**src/apb_pkg.sv**
```systemverilog
`default_nettype none

// APB bus geometry shared by the bridge, the register block and the monitor
package apb_pkg;

	////////////////////
	// Widths
	////////////////////

	// Byte address covering the register window
	localparam int addr_w = 8;
	// Data path width
	localparam int data_w = 32;
	// One strobe per data byte
	localparam int strb_w = data_w / 8;

	////////////////////
	// Vector types
	////////////////////

	typedef logic [addr_w-1:0] addr_t;
	typedef logic [data_w-1:0] data_t;
	typedef logic [strb_w-1:0] strb_t;

endpackage

`default_nettype wire

```
**src/regs_pkg.sv**
```systemverilog
`default_nettype none

// Register map of the APB register block
package regs_pkg;

	// Word indices, byte address is index times four
	localparam int reg_wait = 0;
	localparam int reg_scratch0 = 1;
	localparam int reg_scratch1 = 2;
	localparam int reg_id = 7;

	// Value returned by the read-only ID register
	localparam logic [31:0] id_value = 32'h5742_4150;

	// Wait-state field in reg_wait
	localparam int wait_w = 2;
	typedef logic [wait_w-1:0] wait_t;

endpackage

`default_nettype wire

```
**src/apb_monitor.sv**
```systemverilog
`timescale 1ns/1ns
`default_nettype none

module apb_monitor #(
	parameter int max_stall = 4
) (
	input wire PCLK,
	input wire rst,
	input wire PSEL,
	input wire PENABLE,
	input wire PREADY,
	input wire PWRITE,
	input wire PSLVERR,
	input wire apb_pkg::addr_t PADDR,
	input wire apb_pkg::data_t PWDATA,
	input wire apb_pkg::strb_t PWSTRB,
	output logic prot_err
);
	import apb_pkg::*;

	localparam int cnt_w = $clog2(max_stall + 1);
	localparam logic [cnt_w-1:0] stall_lim = cnt_w'(max_stall);

	// Low in the first cycle after reset
	logic armed;
	logic p_sel;
	logic p_enable;
	logic p_ready;
	logic p_write;
	addr_t p_addr;
	data_t p_wdata;
	strb_t p_strb;
	logic stalled;
	logic violation;
	logic [cnt_w-1:0] stall_cnt;

	////////////////////
	// Previous cycle
	////////////////////

	always_ff @(posedge PCLK)
	begin
		if (rst)
		begin
			armed <= 1'b0;
			p_sel <= 1'b0;
			p_enable <= 1'b0;
			p_ready <= 1'b0;
		end
		else
		begin
			armed <= 1'b1;
			p_sel <= PSEL;
			p_enable <= PENABLE;
			p_ready <= PREADY;
		end
		p_write <= PWRITE;
		p_addr <= PADDR;
		p_wdata <= PWDATA;
		p_strb <= PWSTRB;
	end

	// Last cycle was setup or a waiting access
	assign stalled = p_sel && !(p_enable && p_ready);

	// Saturating count of access cycles with PREADY low
	always_ff @(posedge PCLK)
	begin
		if (rst || !PSEL || !PENABLE)
			stall_cnt <= '0;
		else if (!PREADY && stall_cnt < stall_lim)
			stall_cnt <= stall_cnt + 1'b1;
	end

	////////////////////
	// Rule checks
	////////////////////

	always_comb
	begin
		violation = 1'b0;
		if (!armed)
			violation = PSEL;
		else
		begin
			// Setup carries no PENABLE
			if (PSEL && !p_sel && PENABLE)
				violation = 1'b1;
			// Setup is followed by access
			if (p_sel && !p_enable && !(PSEL && PENABLE))
				violation = 1'b1;
			// Access repeats until ready, then PENABLE drops
			if (p_sel && p_enable && PSEL && (PENABLE == p_ready))
				violation = 1'b1;
			if (stalled && !PSEL)
				violation = 1'b1;
			if (stalled && (PADDR != p_addr || PWRITE != p_write))
				violation = 1'b1;
			if (stalled && PWRITE && (PWDATA != p_wdata || PWSTRB != p_strb))
				violation = 1'b1;
		end
		if (stall_cnt >= stall_lim)
			violation = 1'b1;
		// Error only at completion
		if (PSLVERR && !(PSEL && PENABLE && PREADY))
			violation = 1'b1;
	end

	// Sticky until reset
	always_ff @(posedge PCLK)
	begin
		if (rst)
			prot_err <= 1'b0;
		else if (violation)
			prot_err <= 1'b1;
	end

	// Bus idle in the first cycle after reset
	a_reset_idle: assert property (@(posedge PCLK) $fell(rst) |-> !PSEL);
	a_setup: assert property (@(posedge PCLK) disable iff (rst) $rose(PSEL) |-> !PENABLE);
	a_access: assert property (@(posedge PCLK) disable iff (rst)
		PSEL && !PENABLE |=> PSEL && PENABLE);
	// PENABLE held while stalled and dropped once PREADY was seen
	a_en_hold: assert property (@(posedge PCLK) disable iff (rst)
		PSEL && PENABLE |=> !PSEL || (PENABLE == !$past(PREADY)));
	a_hold: assert property (@(posedge PCLK) disable iff (rst)
		PSEL && !(PENABLE && PREADY) |=> PSEL && $stable(PADDR) && $stable(PWRITE));
	a_wdata: assert property (@(posedge PCLK) disable iff (rst)
		PSEL && !(PENABLE && PREADY) && PWRITE |=> $stable(PWDATA) && $stable(PWSTRB));
	a_stall: assert property (@(posedge PCLK) disable iff (rst) stall_cnt < stall_lim);
	a_slverr: assert property (@(posedge PCLK) disable iff (rst)
		PSLVERR |-> PSEL && PENABLE && PREADY);

endmodule

`default_nettype wire

```
**src/apb_regfile.sv**
```systemverilog
`timescale 1ns/1ns
`default_nettype none

module apb_regfile #(
	parameter int n_regs = 8
) (
	input wire PCLK,
	input wire rst,
	input wire PSEL,
	input wire PENABLE,
	input wire PWRITE,
	input wire apb_pkg::addr_t PADDR,
	input wire apb_pkg::data_t PWDATA,
	input wire apb_pkg::strb_t PWSTRB,
	output logic PREADY,
	output logic PSLVERR,
	output apb_pkg::data_t PRDATA
);
	import apb_pkg::*;
	import regs_pkg::*;

	int idx;
	logic access_ph;
	logic mapped;
	logic bad;
	wait_t wait_q;
	wait_t wait_cnt;
	data_t scratch0;
	data_t scratch1;

	// Byte-lane merge under strobes
	function automatic data_t merge_bytes(data_t old_val, data_t new_val, strb_t strb);
		data_t res;
		res = old_val;
		for (int i = 0; i < strb_w; i++)
			if (strb[i])
				res[8*i +: 8] = new_val[8*i +: 8];
		return res;
	endfunction

	////////////////////
	// Decode
	////////////////////

	assign idx = int'(PADDR[addr_w-1:2]);
	assign access_ph = PSEL && PENABLE;

	always_comb
	begin
		case (idx)
			reg_wait, reg_scratch0, reg_scratch1, reg_id:
				mapped = (idx < n_regs);
			default:
				mapped = 1'b0;
		endcase
	end

	// Misaligned, unmapped, or write to the ID register
	assign bad = (PADDR[1:0] != 2'b00) || !mapped || (PWRITE && idx == reg_id);

	// Wait states counted inside the access phase
	always_ff @(posedge PCLK)
	begin
		if (rst)
			wait_cnt <= '0;
		else if (access_ph && !PREADY)
			wait_cnt <= wait_cnt + 1'b1;
		else
			wait_cnt <= '0;
	end

	assign PREADY = access_ph && (wait_cnt == wait_q);
	assign PSLVERR = PREADY && bad;

	// Read mux with errored reads returning zero
	always_comb
	begin
		PRDATA = '0;
		if (!bad)
			case (idx)
				reg_wait: PRDATA = data_t'(wait_q);
				reg_scratch0: PRDATA = scratch0;
				reg_scratch1: PRDATA = scratch1;
				reg_id: PRDATA = id_value;
				default: PRDATA = '0;
			endcase
	end

	////////////////////
	// Register writes
	////////////////////

	always_ff @(posedge PCLK)
	begin
		if (rst)
		begin
			wait_q <= '0;
			scratch0 <= '0;
			scratch1 <= '0;
		end
		else if (PREADY && PWRITE && !bad)
			case (idx)
				// Only the low field bits are kept
				reg_wait: wait_q <= wait_t'(merge_bytes(data_t'(wait_q), PWDATA, PWSTRB));
				reg_scratch0: scratch0 <= merge_bytes(scratch0, PWDATA, PWSTRB);
				reg_scratch1: scratch1 <= merge_bytes(scratch1, PWDATA, PWSTRB);
				default: ;
			endcase
	end

	a_err_ready: assert property (@(posedge PCLK) disable iff (rst) PSLVERR |-> PREADY);

endmodule

`default_nettype wire

```
**src/apb_sequencer.sv**
```systemverilog
`timescale 1ns/1ns
`default_nettype none

module apb_sequencer (
	input wire PCLK,
	input wire rst,
	input wire req_valid,
	input wire req_write,
	input wire apb_pkg::addr_t req_addr,
	input wire apb_pkg::data_t req_wdata,
	input wire apb_pkg::strb_t req_strb,
	output logic req_done,
	output logic req_err,
	output apb_pkg::data_t req_rdata,
	output logic PSEL,
	output logic PENABLE,
	output logic PWRITE,
	output apb_pkg::addr_t PADDR,
	output apb_pkg::data_t PWDATA,
	output apb_pkg::strb_t PWSTRB,
	input wire PREADY,
	input wire PSLVERR,
	input wire apb_pkg::data_t PRDATA
);
	import apb_pkg::*;

	typedef enum logic [1:0] {idle, setup, access} state_t;

	state_t state;
	logic launch;
	addr_t addr_q;
	data_t wdata_q;
	strb_t strb_q;
	logic write_q;

	// Skip the cycle of the done pulse while the front still holds req_valid
	assign launch = (state == idle) && req_valid && !req_done;

	////////////////////
	// APB master FSM
	////////////////////

	always_ff @(posedge PCLK)
	begin
		if (rst)
		begin
			state <= idle;
			req_done <= 1'b0;
		end
		else
		begin
			req_done <= 1'b0;
			case (state)
				idle:
					if (launch)
						state <= setup;
				setup:
					state <= access;
				// Stay here while the slave stalls
				access:
					if (PREADY)
					begin
						state <= idle;
						req_done <= 1'b1;
					end
				default:
					state <= idle;
			endcase
		end
	end

	// Bus fields frozen for the whole transfer
	always_ff @(posedge PCLK)
	begin
		if (launch)
		begin
			addr_q <= req_addr;
			write_q <= req_write;
			wdata_q <= req_wdata;
			// Reads carry no strobes
			strb_q <= req_write ? req_strb : '0;
		end
		// Completion result back to the front
		if (state == access && PREADY)
		begin
			req_rdata <= PRDATA;
			req_err <= PSLVERR;
		end
	end

	assign PSEL = (state != idle);
	assign PENABLE = (state == access);
	assign PADDR = addr_q;
	assign PWRITE = write_q;
	assign PWDATA = wdata_q;
	assign PWSTRB = strb_q;

	a_en_sel: assert property (@(posedge PCLK) disable iff (rst) PENABLE |-> PSEL);

endmodule

`default_nettype wire

```
**src/wb_apb_top.sv**
```systemverilog
`timescale 1ns/1ns
`default_nettype none

module wb_apb_top #(
	parameter int max_stall = 4,
	parameter int n_regs = 8
) (
	input wire PCLK,
	input wire rst,
	input wire wb_cyc,
	input wire wb_stb,
	input wire wb_we,
	input wire apb_pkg::addr_t wb_adr,
	input wire apb_pkg::data_t wb_dat_w,
	input wire apb_pkg::strb_t wb_sel,
	output apb_pkg::data_t wb_dat_r,
	output logic wb_ack,
	output logic wb_err,
	output logic prot_err
);
	import apb_pkg::*;

	// Front to sequencer request channel
	logic req_valid;
	logic req_write;
	addr_t req_addr;
	data_t req_wdata;
	strb_t req_strb;
	logic req_done;
	logic req_err;
	data_t req_rdata;

	// APB bus
	logic PSEL;
	logic PENABLE;
	logic PWRITE;
	addr_t PADDR;
	data_t PWDATA;
	strb_t PWSTRB;
	logic PREADY;
	logic PSLVERR;
	data_t PRDATA;

	wb_front wb_front_inst (.*);

	apb_sequencer apb_sequencer_inst (.*);

	apb_regfile #(.n_regs(n_regs)) apb_regfile_inst (.*);

	// Passive checker on the same bus
	apb_monitor #(.max_stall(max_stall)) apb_monitor_inst (.*);

endmodule

`default_nettype wire

```
**src/wb_front.sv**
```systemverilog
`timescale 1ns/1ns
`default_nettype none

module wb_front (
	input wire PCLK,
	input wire rst,
	input wire wb_cyc,
	input wire wb_stb,
	input wire wb_we,
	input wire apb_pkg::addr_t wb_adr,
	input wire apb_pkg::data_t wb_dat_w,
	input wire apb_pkg::strb_t wb_sel,
	output apb_pkg::data_t wb_dat_r,
	output logic wb_ack,
	output logic wb_err,
	output logic req_valid,
	output logic req_write,
	output apb_pkg::addr_t req_addr,
	output apb_pkg::data_t req_wdata,
	output apb_pkg::strb_t req_strb,
	input wire req_done,
	input wire req_err,
	input wire apb_pkg::data_t req_rdata
);
	import apb_pkg::*;

	typedef enum logic [1:0] {idle, busy, respond} state_t;

	state_t state;
	logic accept;
	logic complete;

	// New request only from idle
	assign accept = (state == idle) && wb_cyc && wb_stb;
	assign complete = (state == busy) && req_done;

	////////////////////
	// Handshake FSM
	////////////////////

	always_ff @(posedge PCLK)
	begin
		if (rst)
		begin
			state <= idle;
			req_valid <= 1'b0;
			wb_ack <= 1'b0;
			wb_err <= 1'b0;
		end
		else
		begin
			// Responses are single-cycle pulses
			wb_ack <= 1'b0;
			wb_err <= 1'b0;
			case (state)
				idle:
					if (accept)
					begin
						req_valid <= 1'b1;
						state <= busy;
					end
				busy:
					if (req_done)
					begin
						req_valid <= 1'b0;
						wb_ack <= !req_err;
						wb_err <= req_err;
						state <= respond;
					end
				// Hold off until the master drops stb
				respond:
					if (!wb_stb)
						state <= idle;
				default:
					state <= idle;
			endcase
		end
	end

	// Request fields and read data
	always_ff @(posedge PCLK)
	begin
		if (accept)
		begin
			req_write <= wb_we;
			req_addr <= wb_adr;
			req_wdata <= wb_dat_w;
			req_strb <= wb_sel;
		end
		if (complete)
			wb_dat_r <= req_rdata;
	end

	// Exactly one response kind
	a_one_resp: assert property (@(posedge PCLK) disable iff (rst) !(wb_ack && wb_err));

endmodule

`default_nettype wire
```
**config.mk**
```make
export PLATFORM = sky130hd
export DESIGN_NAME = wb_apb_top
export DESIGN_NICKNAME = d
export VERILOG_FILES = /design/src/apb_pkg.sv /design/src/regs_pkg.sv /design/src/apb_monitor.sv /design/src/apb_regfile.sv /design/src/apb_sequencer.sv /design/src/wb_apb_top.sv /design/src/wb_front.sv
export SDC_FILE = /design/constraint.sdc
export NUM_CORES = 1
export LEC_CHECK = 0
export BUFFER_PORTS_ARGS = -buffer_cell sky130_fd_sc_hd__buf_2
export CAP_MARGIN = 20
export CORE_MARGIN = 2
export CORE_UTILIZATION = 26
export DETAILED_ROUTE_END_ITERATION = 10
export PLACE_DENSITY = 0.46
export REMOVE_ABC_BUFFERS = 1
export SYNTH_ARGS = -nofsm -noshare
export SYNTH_HDL_FRONTEND = slang
export SYNTH_HIERARCHICAL = 1
export SYNTH_SLANG_ARGS = --single-unit
```
**constraint.sdc**
```tcl
create_clock -name PCLK -period 4.5 [get_ports PCLK]
set_input_delay 0.9 -clock PCLK [delete_from_list [all_inputs] [get_ports PCLK]]
set_output_delay 0.9 -clock PCLK [all_outputs]
set_load 0.01 [all_outputs]
```
Word-level counts from Yosys, hierarchy flattened
Cells that the tools add are included.
- register bits: 284
- input port bits: 49
- output and inout port bits: 35
- logic and storage cells: 157
- add/sub/neg operators: 2
- $lt $le $gt $ge: 3
- eq/ne operators: 19
- multiplexer cells: 23
- bitwise logic cells: 4
- reduce and logical (&&, ||, !) cells: 69
- operators by type and width (kind ; count):
    $pmux W32 S4 ; 1
    $reduce_and A3 Y1 ; 11
    $logic_not A32 Y1 ; 1
    $ne A32 B32 Y1 ; 1
    $logic_and A1 B1 Y1 ; 29
    $mux W1 ; 14
    $logic_not A1 Y1 ; 12
    $pmux W2 S3 ; 2
    $mux W2 ; 5
    $ne A8 B8 Y1 ; 1
    $eq A6 B1 Y1 const B ; 1
    $eq A6 B2 Y1 const B ; 1
    $eq A6 B3 Y1 const B ; 1
    $eq A6 B4 Y1 const B ; 1
    $logic_or A1 B1 Y1 ; 6
    $lt A6 B4 Y1 const B ; 1
    $ne A2 B1 Y1 const B ; 3
    $reduce_bool A2 Y1 ; 3
    $eq A2 B1 Y1 const B ; 2
    $eq A2 B2 Y1 const B ; 2
    $logic_not A2 Y1 ; 2
    $ne A2 B2 Y1 const B ; 2
    $ne A4 B4 Y1 ; 1
    $not A1 Y1 ; 4
    12 further kinds ; 13

Depth between registers and ports, before layout
Gate-level depths: netlist (run 1).
- depth in word-level cells: 12
- mapped depth: 11
- depth with buffers taken out: 9

Hierarchy
The synthesis (run 1) kept the hierarchy.
- by module, submodules not included (module ; instances ; cells an instance ; area an instance (µm²)):
    apb_regfile ; 1 ; 421 ; 3593.4
    apb_sequencer ; 1 ; 94 ; 2496.1
    wb_front ; 1 ; 94 ; 2493.6
    apb_monitor ; 1 ; 135 ; 1697.9

Worst setup path after synthesis (run 1)
Ideal clock, no wire load.
- kind: register to register
- start point: register apb_sequencer_inst.state[1]
- end point: register apb_sequencer_inst.addr_q[0], in the netlist apb_sequencer_inst/PADDR[0] (enable)
- library setup time: 0.475 ns
- arrival time: 2.922 ns
- data required time: 4.025 ns
- path slack: 1.103 ns
- stages on the path, launching flop included: 2
- path buffers: 0
- clock period less this slack: 3.397 ns
- cell sequence: dfxtp_1 -> nor4b_2
- longest elaborated chain between the ends: 3
- ends and longest elaborated chain (what ; RTL line ; text):
    from (decl) ; apb_sequencer.sv:29 ; state_t state;
    from (signal assigned) ; apb_sequencer.sv:47 ; state <= idle;
    from (signal assigned) ; apb_sequencer.sv:56 ; state <= setup;
    from (signal assigned) ; apb_sequencer.sv:58 ; state <= access;
    $logic_not A2 Y1 ; apb_sequencer.sv:37 ; assign launch = (state == idle) && req_valid && !req_done;
    $logic_and A1 B1 Y1 (2 in series) ; apb_sequencer.sv:37 ;
    net apb_sequencer_inst.launch ; apb_sequencer.sv:30 ; logic launch;
    to (signal assigned) ; apb_sequencer.sv:77 ; addr_q <= req_addr;
    to (decl) ; apb_sequencer.sv:31 ; addr_t addr_q;
The timed path passes the listed nets, and every way through them passes these cells.
A chain may end at the register's enable or synchronous reset.

Worst setup path after layout (run 1)
- start point: register apb_sequencer_inst.state[1]
- end point: register apb_regfile_inst.scratch0[4]
- longest elaborated chain between the ends: 6
- ends and longest elaborated chain (what ; RTL line ; text):
    $eq A2 B2 Y1 ; apb_sequencer.sv:92 ; assign PENABLE = (state == access);
    net PENABLE ; wb_apb_top.sv:35 ; logic PENABLE;
    $logic_and A1 B1 Y1 ; apb_regfile.sv:46 ; assign access_ph = PSEL && PENABLE;
    $logic_and A1 B1 Y1 ; apb_regfile.sv:72 ; assign PREADY = access_ph && (wait_cnt == wait_q);
    net PREADY ; wb_apb_top.sv:40 ; logic PREADY;
    $logic_and A1 B1 Y1 (2 in series) ; apb_regfile.sv:101 ; else if (PREADY && PWRITE && !bad)
    $reduce_and A3 Y1 (no line) ; - ;
    to (signal assigned) ; apb_regfile.sv:105 ; reg_scratch0: scratch0 <= merge_bytes(scratch0, PWDATA, PWSTRB);
    to (decl) ; apb_regfile.sv:28 ; data_t scratch0;
The timed path passes the listed nets, and every way through them passes these cells.

==> run metrics, run 1 <==
drt wl/cell approximately 17 um; synth-to-layout area growth 18.58%; nets 869; cts bufs inserted 30; FF-to-FF path depth 8; Hold Fails Final Rpt 0; worst skew pair latency approximately 550 ps; I/O pins 84; Congestion Overflow GR 0; CTS tree yes; cells along the critical path nor2b_1 -> nand2_1 -> or3_1 -> buf_4 -> clkinv_2 -> buf_4 -> and4_1 -> mux2i_1; CTS Root Cell clkbuf_16; largest net degree at the start of global routing 77; Startpoint Class flop; DIE WIDTH between 200 and 250 um; dominant cell by count in the synthesized netlist edfxtp_1; setup tns final 0 ps; Hold WC Path Type flop to flop; Slew @ Worst Pin slightly above 1000 ps; first-pass GRT wire length 35,820 um; clk sinks 284; async set-reset flop share out of synthesis 0%; share of layout cells above drive strength 1 between 10% and 20%; die height about 200 um; vias per cell 4.408; hold buffers post-CTS 0; Setup CP Type flop to flop; worst r2r src apb_sequencer_inst/state[1]; most used cell, CP buf_4; DP HPWL 14,830 um; Setup crit end kind flop; worst path arrival time 3530 ps; final worst path period need 3069 ps; vias in the first global route 6,043; total power 5.515 mW; Worst path depth 8; vias 5,999; crit path max fanout about 50; critical path's top delay family simple AND/OR/NAND/NOR gates; status completed; flop2flop setup slack 1430 ps; Rows 72; router iterations before antenna repair 4; DP Worst Slack 1451 ps; dpl cell area ~11,000 um^2; First DRT Iteration DRCs 370; worst vdd ir 212.4 uV; n_diodes 0; Resized cells post-CTS 0; main area contributors after synthesis edfxtp_1 45%, dfxtp_1 25%, o31ai_1 3.5%, nand4_1 3.2%, a21oi_1 3.1%; post-route cell area 12,190 um^2; Critical Path End apb_regfile_inst/scratch0[4]; Setup Buffers After CTS 0; final setup vio count 0; Post-route DRC 0; Required @ worst endpoint 4970 ps; count of pins over their slew limit 0; leakage between 4 and 5 nW; htree depth 1; final WL 22,850 um; Buffers on Ports between 80 and 90; core area 38,830 um^2; final setup margin 1431 ps; Ys Warns 6; flops & latches, synth 284; mapped cell area 10,280 um^2; Critical Path Max Stage Delay 590 ps; gp weighted congestion 0.7177; RSZ-0062 raised after global routing false; die area 41,150 um^2; syn avg cell area 13.82 um^2; antenna-violating nets left 0; cells after synthesis 744; clk slew on worst S/H paths 60 ps; fin crit share 68.19%; initial core utilization 26.48%; post-synth top area share 45.27%; Total GRT Usage 11.00%; Crit-path slowest cell and4_1; Post-synth top flop edfxtp_1; Post-synth top cells 155 x edfxtp_1, 129 x dfxtp_1, 64 x a21oi_1; post-synthesis sequential area ratio a little over two thirds; Synth cell types 50; HP Start wb_front_inst/req_wdata[16]; r2r endpoint apb_regfile_inst/scratch0[4]; Layout Skew 19.14 ps; initial antenna violation count 0; CTS max path bufs 3; Maximum Capacitance Violations 0; Rel. slew slack between 30% and 40%; FMAX 325.9 MHz; CP Launch Point apb_sequencer_inst/state[1]; pwr/cell area around 450 nW/um^2; fill cell count 3,886; area leader, netlist edfxtp_1; CP bufs+invs 3; Post-synth EDFFs 155
-- registers in the layout (all words and copies together), names as in the netlist, 8 cells and up --
signal,flops
apb_regfile_inst/scratch0,32
apb_sequencer_inst/PWDATA,32
wb_front_inst/wb_dat_r,32
apb_sequencer_inst/PADDR,8
wb_front_inst/req_wdata,32
apb_monitor_inst/p_addr,8
wb_front_inst/req_addr,8
apb_regfile_inst/scratch1,32
apb_monitor_inst/p_wdata,32
apb_sequencer_inst/req_rdata,32
-- worst reg2reg max path, cell delays in order, from the launching register on --
cell,delay (ps)
dfxtp_1,410
nor2b_1,310
nand2_1,150
or3_1,360
buf_4,300
clkinv_2,160
buf_4,480
and4_1,600
mux2i_1,230
-- kinds of logic (layout without fill, tap and decap cells) --
kind of cell | Yosys count | count (layout) | synth area share [%]
flip-flops | 284 | 284 | 70.39
adder cells (fa/ha/maj) | 1 | 1 | 0.1217
buffers and inverters | 58 | 157 | 2.945
AND/OR/NAND/NOR | 177 | 177 | 10.47
multiplexers | 22 | 22 | 2.154
XOR/XNOR | 48 | 48 | 4.089
AO/OA/AOI/OAI | 154 | 154 | 9.833
-- per-stage QoR --
stage	util, %	std cells	hold WS, ps
finish	31.40	1361	410.2
global route	31.40	1361	424.7
CTS	31.40	1361	415.8
detailed placement	28.75	1305	404.5
global placement	28.73	1304	405.2
floorplan	-	693	381.7
-- placed cells by master (no fill, tap or decap), types with 2 or more instances in the layout --
cell type and count:
edfxtp_1 155, dfxtp_1 129, buf_2 83, a21oi_1 64, nand4_1 52, o31ai_1 48, xor2_1 36, clkbuf_16 31
a22oi_1 30, nor2_1 28, nand2b_1 27, mux2i_1 21, xnor2_1 12, buf_4 11, nor4_1 10, clkbuf_1 10
nor3_1 8, nand3_1 8, and2_1 8, nor2b_1 6, and3_1 6, inv_1 5, clkbuf_8 5, nand2_1 3
clkinv_2 3, bufinv_16 3, and4_1 2, nor4_2 2, o22ai_1 2, or3_1 2, or2_2 2, a21o_1 2
nor3b_1 2, clkinvlp_4 2, nand3b_1 2
-- power by group --
| part | switching, mW | total, mW | internal (mW) | leakage [nW] |
|---|---|---|---|---|
| logic | 0.0907 | 0.148 | 0.0568 | 1.12 |
| clock network | 0.983 | 2.51 | 1.53 | 0.496 |
| registers | 0.0535 | 2.86 | 2.80 | 2.41 |
| total | 1.13 | 5.52 | 4.39 | 4.02 |
-- worst min-delay path by stage --
stage	endpoint	slack, ps	cells past startpoint
floorplan	apb_monitor_inst/p_strb[0]	380	0
global placement	apb_sequencer_inst/PWDATA[23]	410	0
CTS	apb_sequencer_inst/PWDATA[14]	420	0
global route	apb_sequencer_inst/PWDATA[23]	420	0
detailed placement	apb_sequencer_inst/PWDATA[14]	400	0
finish	apb_sequencer_inst/PWDATA[16]	410	0
-- per-layer routing --
layer	track usage (%)	share of wire (%)	routed length [um]
met5	0	0	0
met4	2.711	1.6	369
met3	1.509	4.6	1061
met2	17.28	45	10260
met1	15.99	49	11160
-- cell type report --
| type | instances | area [um^2] | share of cell area (%) |
|---|---|---|---|
| Sequential cell | 284 | 7237 | 59.36 |
| Multi-Input combinational cell | 402 | 2754 | 22.59 |
| Clock buffer | 47 | 889.6 | 7.297 |
| Tap cell | 518 | 648.1 | 5.316 |
| Timing Repair Buffer | 94 | 498.0 | 4.085 |
| Clock inverter | 9 | 137.6 | 1.129 |
| Inverter | 7 | 27.53 | 0.2258 |
No activity file was read; power rests on OpenSTA's default activity.
==> run 2, diff against run 1 <==
--- a/config.mk
+++ b/config.mk
@@ -5,12 +5,13 @@
 export SDC_FILE = /design/constraint.sdc
 export NUM_CORES = 1
 export LEC_CHECK = 0
+export ABC_AREA = 1
 export BUFFER_PORTS_ARGS = -buffer_cell sky130_fd_sc_hd__buf_2
 export CAP_MARGIN = 20
 export CORE_MARGIN = 2
 export CORE_UTILIZATION = 26
 export DETAILED_ROUTE_END_ITERATION = 10
-export PLACE_DENSITY = 0.46
+export PLACE_DENSITY = 0.47
 export REMOVE_ABC_BUFFERS = 1
 export SYNTH_ARGS = -nofsm -noshare
 export SYNTH_HDL_FRONTEND = slang
==> constraint.sdc (replaced) <==
create_clock -name PCLK -period 2.68 [get_ports PCLK]
set_input_delay 0.536 -clock PCLK [delete_from_list [all_inputs] [get_ports PCLK]]
set_output_delay 0.536 -clock PCLK [all_outputs]
set_load 0.01 [all_outputs]
==> run 2 against run 1 <==
Sequential power increased by 66%. Via count is 16% higher. Clock power rose by 69%. Fmax up 43%. Hold slack lost 260 ps. Setup slack worse by 900 ps.
==> run metrics, run 2 <==
Layout Skew 16.26 ps (was 19.14 ps); flops & latches, synth 284 (unchanged); core area 41,850 um^2 (was 38,830 um^2); most used cell, CP nor2_1 (was buf_4); Rel. slew slack 50.88% (was 31.78%); CTS tree yes (unchanged); Hold Fails Final Rpt 0 (unchanged); hold buffers post-CTS 0 (unchanged); First DRT Iteration DRCs 402 (was 370); dpl cell area 12,060 um^2 (was 11,160 um^2); vias per cell 3.955 (was 4.408); largest net degree at the start of global routing 76 (was 77); async set-reset flop share out of synthesis 0% (unchanged); gp weighted congestion 0.7725 (was 0.7177); Psw 1.930 mW (was 1.127 mW); initial core utilization 26.30% (was 26.48%); DP HPWL 15,150 um (was 14,830 um); clk sinks 284 (unchanged); I/O pins 84 (unchanged); initial antenna violation count 1 (was 0); CTS Root Cell clkbuf_16 (unchanged); htree depth 1 (unchanged); setup tns final 0 ps (unchanged); router iterations before antenna repair 5 (was 4); first-pass GRT wire length 37,530 um (was 35,820 um); RSZ-0062 raised after global routing false (unchanged); mapped cell area 11,010 um^2 (was 10,280 um^2); Ys Warns 6 (unchanged); DIE WIDTH 209.8 um (was 202.9 um); fin crit share 80.09% (was 68.19%); Maximum Capacitance Violations 0 (unchanged); cts bufs inserted 30 (unchanged); Net Sw Frac 20.78% (was 20.43%); cells after synthesis 1,102 (was 744); area leader, netlist edfxtp_1 (unchanged); final worst path period need 2146 ps (was 3069 ps); Buffers on Ports 83 (unchanged); CP bufs+invs 2 (was 3); main area contributors after synthesis edfxtp_1 42%, dfxtp_1 23%, nand2_1 8.3%, inv_1 8.0%, nand4_1 4.1% (was edfxtp_1 45%, dfxtp_1 25%, o31ai_1 3.5%, nand4_1 3.2%, a21oi_1 3.1%); critical path's top delay family simple AND/OR/NAND/NOR gates (unchanged); crit path max fanout 75 (was 51); Hold WC Path Type input port to flop (was flop to flop); worst vdd ir 423.8 uV (was 212.4 uV); Setup crit end kind flop (unchanged); commonest non-fill, non-tap cell in the layout nand2_1 (was edfxtp_1); die height 209.8 um (was 202.9 um); Post-route DRC 0 (unchanged); Post-synth EDFFs 155 (unchanged); final setup vio count 0 (unchanged); Setup CP Type flop to flop (unchanged); worst path arrival time 2630 ps (was 3530 ps); CTS max path bufs 3 (unchanged); Post-synth top flop edfxtp_1 (unchanged); dominant cell by count in the synthesized netlist nand2_1 (was edfxtp_1); most frequent cells in the layout 243 x nand2_1, 232 x inv_1, 155 x edfxtp_1, 129 x dfxtp_1, 104 x nor2_1 (was 155 x edfxtp_1, 129 x dfxtp_1, 83 x buf_2, 64 x a21oi_1, 52 x nand4_1); Required @ worst endpoint 3170 ps (was 4970 ps); die area 44,000 um^2 (was 41,150 um^2); leakage 5.449 nW (was 4.022 nW); nets 1,243 (was 869); Synth cell types 30 (was 50); count of pins over their slew limit 0 (unchanged); Resized cells post-CTS 0 (unchanged); Congestion Overflow GR 0 (unchanged); Critical Path Max Stage Delay 430 ps (was 590 ps); Post-synth top cells 243 x nand2_1, 234 x inv_1, 155 x edfxtp_1 (was 155 x edfxtp_1, 129 x dfxtp_1, 64 x a21oi_1); FMAX 465.9 MHz (was 325.9 MHz); Crit-path slowest cell edfxtp_1 (was and4_1); logic gate share of total power 3.1% (was 2.7%); vias 6,949 (was 5,999); syn avg cell area 9.988 um^2 (was 13.82 um^2); worst skew pair latency 560 ps (was 550 ps); Clk pwr share 45.8% (was 45.6%); pwr/cell area 709.8 nW/um^2 (was 452.4 nW/um^2); Slew @ Worst Pin 736.7 ps (was 1020 ps); vias in the first global route 6,788 (was 6,043); Reg power frac 51.1% (was 51.8%); post-synthesis sequential area ratio 65.75% (was 70.39%); Total GRT Usage 10.70% (was 11.00%); cells along the critical path nor2_2 -> nand3_1 -> nor2_1 -> nand2_2 -> nor2_4 -> buf_12 -> nand3_2 -> nand2_1 -> inv_1 -> nor2_1 (was nor2b_1 -> nand2_1 -> or3_1 -> buf_4 -> clkinv_2 -> buf_4 -> and4_1 -> mux2i_1); Rows 75 (was 72); Pint 7.359 mW (was 4.388 mW); clk slew on worst S/H paths 60 ps (about the same); antenna-violating nets left 0 (unchanged); Setup Buffers After CTS 0 (unchanged); drt wl/cell 13.16 um (was 16.79 um); post-synth top area share 42.29% (was 45.27%); Startpoint Class flop (unchanged); status completed (unchanged); synth-to-layout area growth 18.90% (was 18.58%); share of layout cells above drive strength 1 13.72% (was 18.39%); final WL 23,130 um (was 22,850 um); post-route cell area 13,090 um^2 (was 12,190 um^2)
==> run 2: stage by stage <==
| stage | util (%) | instances | setup WS [ps] | hold slack, ps | power [mW] |
|---|---|---|---|---|---|
| after floorplan | - | 1063 | -86.83 | 385.3 | 5.005 |
| after global placement | 28.81 | 1700 | 634.7 | 396.7 | 5.133 |
| after detailed placement | 28.81 | 1700 | 586.7 | 404.5 | 5.143 |
| after CTS | 31.26 | 1756 | 561.0 | 119.0 | 9.444 |
| after global routing | 31.26 | 1756 | 322.0 | 127.2 | 9.680 |
| final | 31.27 | 1757 | 533.7 | 152.8 | 9.290 |
==> run 2: power groups by stage <==
stage | combinational, mW | sequential, mW | clock, mW
after floorplan | 0.163 | 4.84 | 0
final | 0.291 | 4.75 | 4.25
after CTS | 0.299 | 4.75 | 4.39
after global placement | 0.292 | 4.84 | 0
after global routing | 0.331 | 4.76 | 4.59
after detailed placement | 0.298 | 4.85 | 0
==> run 2: metal layers <==
layer / track usage, % / vias to the layer above / wire length (um)
met5: 0 / - / 0
met4: 3.497 / 0 / 457
met3: 2.215 / 31 / 1173
met2: 16.50 / 149 / 10010
met1: 15.01 / 3109 / 11480
li1: - / 3660 / -
==> run 2: cell type report <==
| cell class | count | area (um^2) |
|---|---|---|
| clock inverters | 14 | 151.4 |
| clock buffers | 42 | 877.1 |
| repair buffers | 98 | 603.1 |
| flip-flops and latches | 284 | 7237 |
| well taps | 539 | 674.4 |
| inverters | 237 | 889.6 |
| multi-input cells | 542 | 2653 |
| diodes | 1 | 2.502 |
| fillers | 4355 | 28770 |
==> run 2: logic make-up after synthesis <==
family	Yosys count	synth area share, %
simple gates	449	18.32
fa+ha+maj	1	0.1137
flops	284	65.75
compound gates	56	2.774
xor+xnor	36	2.865
buf+inv	276	10.17
==> run 2: path summary, 6_finish.rpt <==
path | from | end | slack [ps] | cells past startpoint
max | apb_sequencer_inst/PADDR[7] | apb_regfile_inst/scratch1[19] | 530 | 10
min | wb_dat_w[5] | wb_front_inst/req_wdata[5] | 150 | 1
max reg2reg | apb_sequencer_inst/PADDR[7] | apb_regfile_inst/scratch1[19] | 530 | 10
min reg2reg | apb_sequencer_inst/PWDATA[7] | apb_monitor_inst/p_wdata[7] | 410 | 0
